===== src/serdes_pkg.sv =====
package serdes_pkg;

	// serial word geometry
	localparam int WORD_WIDTH = 8;
	localparam int PHASE_BITS = $clog2(WORD_WIDTH); // bit position within a word
	localparam logic [PHASE_BITS-1:0] LAST_PHASE = PHASE_BITS'(WORD_WIDTH - 1);

	// word layout in counting mode
	localparam int HEADER_BITS = 4;
	localparam int SEQ_BITS = WORD_WIDTH - HEADER_BITS;

	// line stays idle this many word periods after reset
	localparam int RESET_HOLD_WORDS = 16;
	localparam int HOLD_COUNT_BITS = $clog2(RESET_HOLD_WORDS);
	localparam logic [HOLD_COUNT_BITS-1:0] HOLD_LAST = HOLD_COUNT_BITS'(RESET_HOLD_WORDS - 1);

	// heartbeat toggles once per this many word periods
	localparam int HEARTBEAT_WORDS = 32;
	localparam int HEARTBEAT_COUNT_BITS = $clog2(HEARTBEAT_WORDS);
	localparam logic [HEARTBEAT_COUNT_BITS-1:0] HEARTBEAT_LAST =
		HEARTBEAT_COUNT_BITS'(HEARTBEAT_WORDS - 1);

	localparam logic [WORD_WIDTH-1:0] TRAINING_WORD = 8'hAC; // alternating-ish, easy to lock on

	// counting word as built by the pattern source
	typedef struct packed {
		logic [HEADER_BITS-1:0] header; // upper nibble, zero when counting
		logic [SEQ_BITS-1:0] seq; // lower nibble, wraps
	} serdes_fields_t;

	// same word seen as fields or as the bits that go on the line
	typedef union packed {
		logic [WORD_WIDTH-1:0] raw;
		serdes_fields_t fields;
	} serdes_word_u;

endpackage


===== src/word_pacer.sv =====
`timescale 1ns/1ps

module word_pacer (
	input  logic clock,
	input  logic reset,
	output logic word_strobe,
	output logic heartbeat
);

	logic [serdes_pkg::PHASE_BITS-1:0] phase; // bit position within current word
	logic [serdes_pkg::HEARTBEAT_COUNT_BITS-1:0] word_count;

	// free running, wraps once per word
	always_ff @(posedge clock) begin
		if (reset) begin
			phase <= '0;
		end else begin
			phase <= phase + 1'b1;
		end
	end

	// one cycle per word period, stands in for the divided clock
	assign word_strobe = (phase == serdes_pkg::LAST_PHASE);

	// slow blink so a running design is visible
	always_ff @(posedge clock) begin
		if (reset) begin
			word_count <= '0;
			heartbeat <= 1'b0;
		end else if (word_strobe) begin
			if (word_count == serdes_pkg::HEARTBEAT_LAST) begin
				word_count <= '0;
				heartbeat <= !heartbeat;
			end else begin
				word_count <= word_count + 1'b1;
			end
		end
	end

	// downstream logic relies on a single cycle pulse per word
	strobe_single_cycle: assert property (
		@(posedge clock) disable iff (reset)
		word_strobe |=> !word_strobe
	) else $error("word_strobe high on consecutive cycles");

endmodule


===== src/reset_stretcher.sv =====
`timescale 1ns/1ps

module reset_stretcher (
	input  logic clock,
	input  logic reset,
	input  logic word_strobe,
	output logic line_ready,
	output logic hold_led
);

	logic [serdes_pkg::HOLD_COUNT_BITS-1:0] hold_count; // word periods seen so far

	// count strobes until the link has had time to settle
	always_ff @(posedge clock) begin
		if (reset) begin
			hold_count <= '0;
			line_ready <= 1'b0;
		end else if (word_strobe && !line_ready) begin
			if (hold_count == serdes_pkg::HOLD_LAST) begin
				line_ready <= 1'b1; // sticky until next reset
			end else begin
				hold_count <= hold_count + 1'b1;
			end
		end
	end

	// lit while the line is held idle
	always_ff @(posedge clock) begin
		if (reset) begin
			hold_led <= 1'b1;
		end else begin
			hold_led <= !line_ready;
		end
	end

	// once released the line only goes back to idle through reset
	line_ready_sticky: assert property (
		@(posedge clock) line_ready && !reset |=> line_ready
	) else $error("line_ready dropped without reset");

endmodule


===== src/pattern_source.sv =====
`timescale 1ns/1ps

module pattern_source (
	input  logic clock,
	input  logic reset,
	input  logic word_strobe,
	input  logic line_ready,
	input  logic training,
	output serdes_pkg::serdes_word_u current_word
);

	logic [serdes_pkg::SEQ_BITS-1:0] seq; // sequence of the last counting word
	logic [serdes_pkg::SEQ_BITS-1:0] next_seq;
	logic word_taken;

	assign next_seq = seq + 1'b1; // wraps at 16
	assign word_taken = word_strobe && line_ready; // serializer loads current_word here

	// training is only looked at when a word is taken,
	// so a change shows up in the word after the one being loaded
	always_ff @(posedge clock) begin
		if (reset) begin
			seq <= '0;
			current_word.fields.header <= '0;
			current_word.fields.seq <= '0; // first word after the hold is sequence 0
		end else if (word_taken) begin
			if (training) begin
				current_word.raw <= serdes_pkg::TRAINING_WORD; // seq held for resume
			end else begin
				seq <= next_seq;
				current_word.fields.header <= '0;
				current_word.fields.seq <= next_seq;
			end
		end
	end

endmodule


===== src/word_serializer.sv =====
`timescale 1ns/1ps

module word_serializer (
	input  logic clock,
	input  logic reset,
	input  logic word_strobe,
	input  logic line_ready,
	input  serdes_pkg::serdes_word_u load_word,
	output logic serial_out,
	output logic frame_start
);

	logic [serdes_pkg::WORD_WIDTH-1:0] shift_q; // msb is on the line

	// load on the strobe, otherwise shift left with ones behind the data
	always_ff @(posedge clock) begin
		if (reset) begin
			shift_q <= '1; // idle line is high
		end else if (word_strobe) begin
			if (line_ready) begin
				shift_q <= load_word.raw;
			end else begin
				shift_q <= '1; // still holding, send idle
			end
		end else begin
			shift_q <= {shift_q[serdes_pkg::WORD_WIDTH-2:0], 1'b1};
		end
	end

	assign serial_out = shift_q[serdes_pkg::WORD_WIDTH-1];

	// marks the msb cycle of every real word
	always_ff @(posedge clock) begin
		if (reset) begin
			frame_start <= 1'b0;
		end else begin
			frame_start <= word_strobe && line_ready;
		end
	end

	frame_after_strobe: assert property (
		@(posedge clock) disable iff (reset)
		frame_start |-> $past(word_strobe)
	) else $error("frame_start without a preceding strobe");

endmodule


===== src/serdes_test_top.sv =====
`timescale 1ns/1ps

module serdes_test_top (
	input  logic clock,
	input  logic reset,
	input  logic training,
	output logic serial_out,
	output logic frame_start,
	output logic heartbeat,
	output logic hold_led
);

	logic word_strobe; // one cycle per word period
	logic line_ready; // hold time over
	serdes_pkg::serdes_word_u current_word;

	word_pacer i_word_pacer (
		.clock       (clock),
		.reset       (reset),
		.word_strobe (word_strobe),
		.heartbeat   (heartbeat)
	);

	reset_stretcher i_reset_stretcher (
		.clock       (clock),
		.reset       (reset),
		.word_strobe (word_strobe),
		.line_ready  (line_ready),
		.hold_led    (hold_led)
	);

	// next word is ready before each strobe
	pattern_source i_pattern_source (
		.clock        (clock),
		.reset        (reset),
		.word_strobe  (word_strobe),
		.line_ready   (line_ready),
		.training     (training),
		.current_word (current_word)
	);

	word_serializer i_word_serializer (
		.clock       (clock),
		.reset       (reset),
		.word_strobe (word_strobe),
		.line_ready  (line_ready),
		.load_word   (current_word),
		.serial_out  (serial_out),
		.frame_start (frame_start)
	);

endmodule


===== config.mk =====
export PLATFORM = sky130hd
export DESIGN_NAME = serdes_test_top
export DESIGN_NICKNAME = d
export VERILOG_FILES = /design/src/serdes_pkg.sv /design/src/word_pacer.sv /design/src/reset_stretcher.sv /design/src/pattern_source.sv /design/src/word_serializer.sv /design/src/serdes_test_top.sv
export SDC_FILE = /design/constraint.sdc
export NUM_CORES = 1
export LEC_CHECK = 0
export CAP_MARGIN = 0
export CORE_MARGIN = 2
export CORE_UTILIZATION = 55
export CTS_CLUSTER_SIZE = 28
export DETAILED_ROUTE_END_ITERATION = 16
export DONT_BUFFER_PORTS = 1
export PLACE_DENSITY = 0.7
export SYNTH_ARGS = -nofsm -noshare
export SYNTH_HDL_FRONTEND = slang
export SYNTH_SLANG_ARGS = --single-unit

===== constraint.sdc =====
create_clock -name clock -period 5 [get_ports clock]
set_clock_uncertainty 0.2 [all_clocks]
set_input_delay 1 -clock clock [delete_from_list [all_inputs] [get_ports clock]]
set_output_delay 1 -clock clock [all_outputs]
set_load 0.05 [all_outputs]

==> results.md <==
* FF/Latch Area at 661 µm²
* CP Launch Type: flip-flop
* Clock Path Buffers at 2
* Pre-CTS WS at 2660 ps
* Slew HR at 44.7%
* Hold Path Class: flip-flop to flip-flop
* ANT nets after route at 0
* RSZ-0062 raised after global routing: false
* Max Clock Freq at 423 MHz
* # diodes at 0
* DR pass1 iterations at 4
* Final Hold Fails at 0
* Crit. End Element: flip-flop
* # resized after CTS at 0
* Layout area overhead at 4.25%
* Number of fill cells in the layout at 209
* Placed Instances at 159
* Async set-reset flop share out of synthesis at 0%
* Hold EP: i_word_pacer.phase[0]
* Post-synth net total at 148
* Distinct cells, synth at 34
* Die Height at 52.5 µm
* Worst EP arrival at 2410 ps
* Mapped Area at 1290 µm²
* Grt ovf at 0
* Row Count at 17
* Sequential cell area fraction in the yosys report at 51.0%
* Status: complete, no violations
* Leakage at 0.510 nW
* Root Buffer Master: clkbuf_4
* Final Max Tran Viols at 0
* WL per Instance at 12.8 µm
* Post-synthesis register bit count at 33
* Critical hold path startpoint: i_word_pacer.phase[0]
* Worst r2r dst: i_reset_stretcher.hold_count[1]
* Die span in x at 52.5 µm
* Vias in the first global route at 866
* Mean Syn Cell Area at 9.38 µm²
* Worst IR drop on VDD at 0.216 mV
* Crit share post-route at 47.3%
* Max Cap Viol at 0
* Post-cts hold buffer count at 0
* H-tree depth reported by CTS at 2
* Final layout net count at 148
* Reg2Reg Launch Point: i_word_pacer.phase[0]
* Area of the multi-input gates at 587 µm²
* # port buffers at 0
* Setup violations, final at 0
* Power density over the cells at 303 nW/µm²
* Ys flop type: dfxtp_1
* Share of cells above drive strength 1 at 5.04%
* IO Count at 7
* R2R Setup Slk at 2640 ps
* Worst-Margin Slew at 830 ps
* Post-CTS setup buffer count at 0
* Finished Layout Cells at 167
* Worst EP required at 5050 ps
* Clk pin slew, worst setup/hold paths at 90 ps
* Die ar. at 2760 µm²
* Total GRT Usage at 18.7%
* Crit path max fanout at 25
* Worst R2R Path Depth at 5
* Post-synth EDFFs at 0
* Initial DRC count at 4
* Setup ws final at 2640 ps
* WHS Path Cells at 1
* Clock Sinks at 33
* Initial antenna violation count at 0
* Via density per instance at 5.50
* RePlAce Congestion at 0.711
* DRC Markers at 0
* Initial Utilization at 58.5%
* Number of buffers created by CTS at 5
* Setup TNS at 0 ps
* Routed via count at 919
* CP Class: flip-flop to flip-flop
* Cell count after synthesis at 138
* Final Power at 0.000409 W
* Syn. warnings at 0
* Worst skew pair latency at 320 ps
* Pin count of the biggest net entering global routing at 28
* CTS tree: yes
* First-pass GRT wire length at 3710 µm
* Core area at 2210 µm²
* Crit path time final at 2360 ps
* Final wirelength at 2130 µm
* Detailed Place HPWL at 1450 µm
## cells in the final DEF, fill, tap and decap left out, types with 3 or more instances in the layout
cell       n
ha_1       7
a21oi_1   13
nor2_1    10
nand2_1   12
clkbuf_4   5
clkbuf_1   3
dfxtp_1   33
nand3b_1   4
o21ai_0   10
inv_1      4
nand3_1    3
or3_1      3
xor2_1     3
## critical path, stage by stage (launching register included)
cell and delay (ps):
dfxtp_1 340, ha_1 170, ha_1 700, nand2b_1 250, or3b_2 490, a21oi_1 140
## sequential cells by signal (all words and copies together) (netlist names)
| name | flops |
|---|---|
| i_pattern_source.current_word | 5 |
| i_word_pacer.heartbeat | 1 |
| i_word_serializer.shift_q | 8 |
| i_reset_stretcher.hold_led | 1 |
| i_word_serializer.frame_start | 1 |
| i_reset_stretcher.line_ready | 1 |
| i_reset_stretcher.hold_count | 4 |
| i_pattern_source.seq | 4 |
| i_word_pacer.word_count | 5 |
| i_word_pacer.phase | 3 |
## area by class of cell
class	instances	share of cell area, %
multi-input cells	93	43.5
clock buffers	8	3.61
flip-flops and latches	33	48.9
well taps	28	2.60
inverters	5	1.39
## worst max path at each step
stage                     startpoint                         endpoint  slack, ps
2_1_floorplan                  reset  i_reset_stretcher.hold_count[2]       3070
3_3_place_gp   i_word_pacer.phase[0]  i_reset_stretcher.hold_count[1]       2770
3_5_place_dp   i_word_pacer.phase[0]  i_reset_stretcher.hold_count[1]       2660
4_1_cts        i_word_pacer.phase[0]  i_reset_stretcher.hold_count[1]       2640
5_1_grt        i_word_pacer.phase[0]  i_reset_stretcher.hold_count[3]       2470
6_report       i_word_pacer.phase[0]  i_reset_stretcher.hold_count[1]       2640
## stage by stage
step | instance area (µm²) | hold WS (ps) | utilization, %
2_1_floorplan | 1290 | 199 | -
3_3_place_gp | 1300 | 201 | 58.8
3_5_place_dp | 1300 | 207 | 58.8
4_1_cts | 1350 | 221 | 61.0
5_1_grt | 1350 | 227 | 61.0
6_report | 1350 | 221 | 61.0
## logic make-up (layout without fill, tap and decap cells)
group	after synthesis	after routing	share of synthesized area (%)
multiplexers	2	2	1.55
adder cells (fa/ha/maj)	7	7	6.76
XOR/XNOR	5	5	3.38
buffers and inverters	12	13	3.67
AO/OA/AOI/OAI	32	32	14.0
AND/OR/NAND/NOR	47	47	19.6
flip-flops	33	33	51.0
## layer usage
layer / global-route usage (%) / up-vias / wire length [µm]
met2: 29.4 / 11 / 984
met4: 10.3 / 0 / 40
li1: - / 483 / -
met1: 22.9 / 420 / 1040
met3: 5.43 / 5 / 66
met5: 0 / - / 0
## cells in the mapped netlist, types with 3 or more instances
| cell | number | share of area (%) |
|---|---|---|
| a21oi_1 | 13 | 5.0 |
| clkbuf_1 | 5 | 1.4 |
| dfxtp_1 | 33 | 51 |
| ha_1 | 7 | 6.8 |
| inv_1 | 4 | 1.2 |
| nand2_1 | 12 | 3.5 |
| nand3_1 | 3 | 1.2 |
| nand3b_1 | 4 | 2.3 |
| nor2_1 | 10 | 2.9 |
| o21ai_0 | 10 | 3.9 |
| or3_1 | 3 | 1.4 |
| xor2_1 | 3 | 2.0 |
## where the power goes
part | leakage (nW) | total, W | switching, W | internal [W]
sequential | 0.267 | 0.000266 | 0.00000105 | 0.000265
clock | 0.0265 | 0.000138 | 0.0000819 | 0.0000560
combinational | 0.216 | 0.00000552 | 0.00000275 | 0.00000278
total | 0.510 | 0.000409 | 0.0000857 | 0.000324
Power figures use the tool's default switching activity.
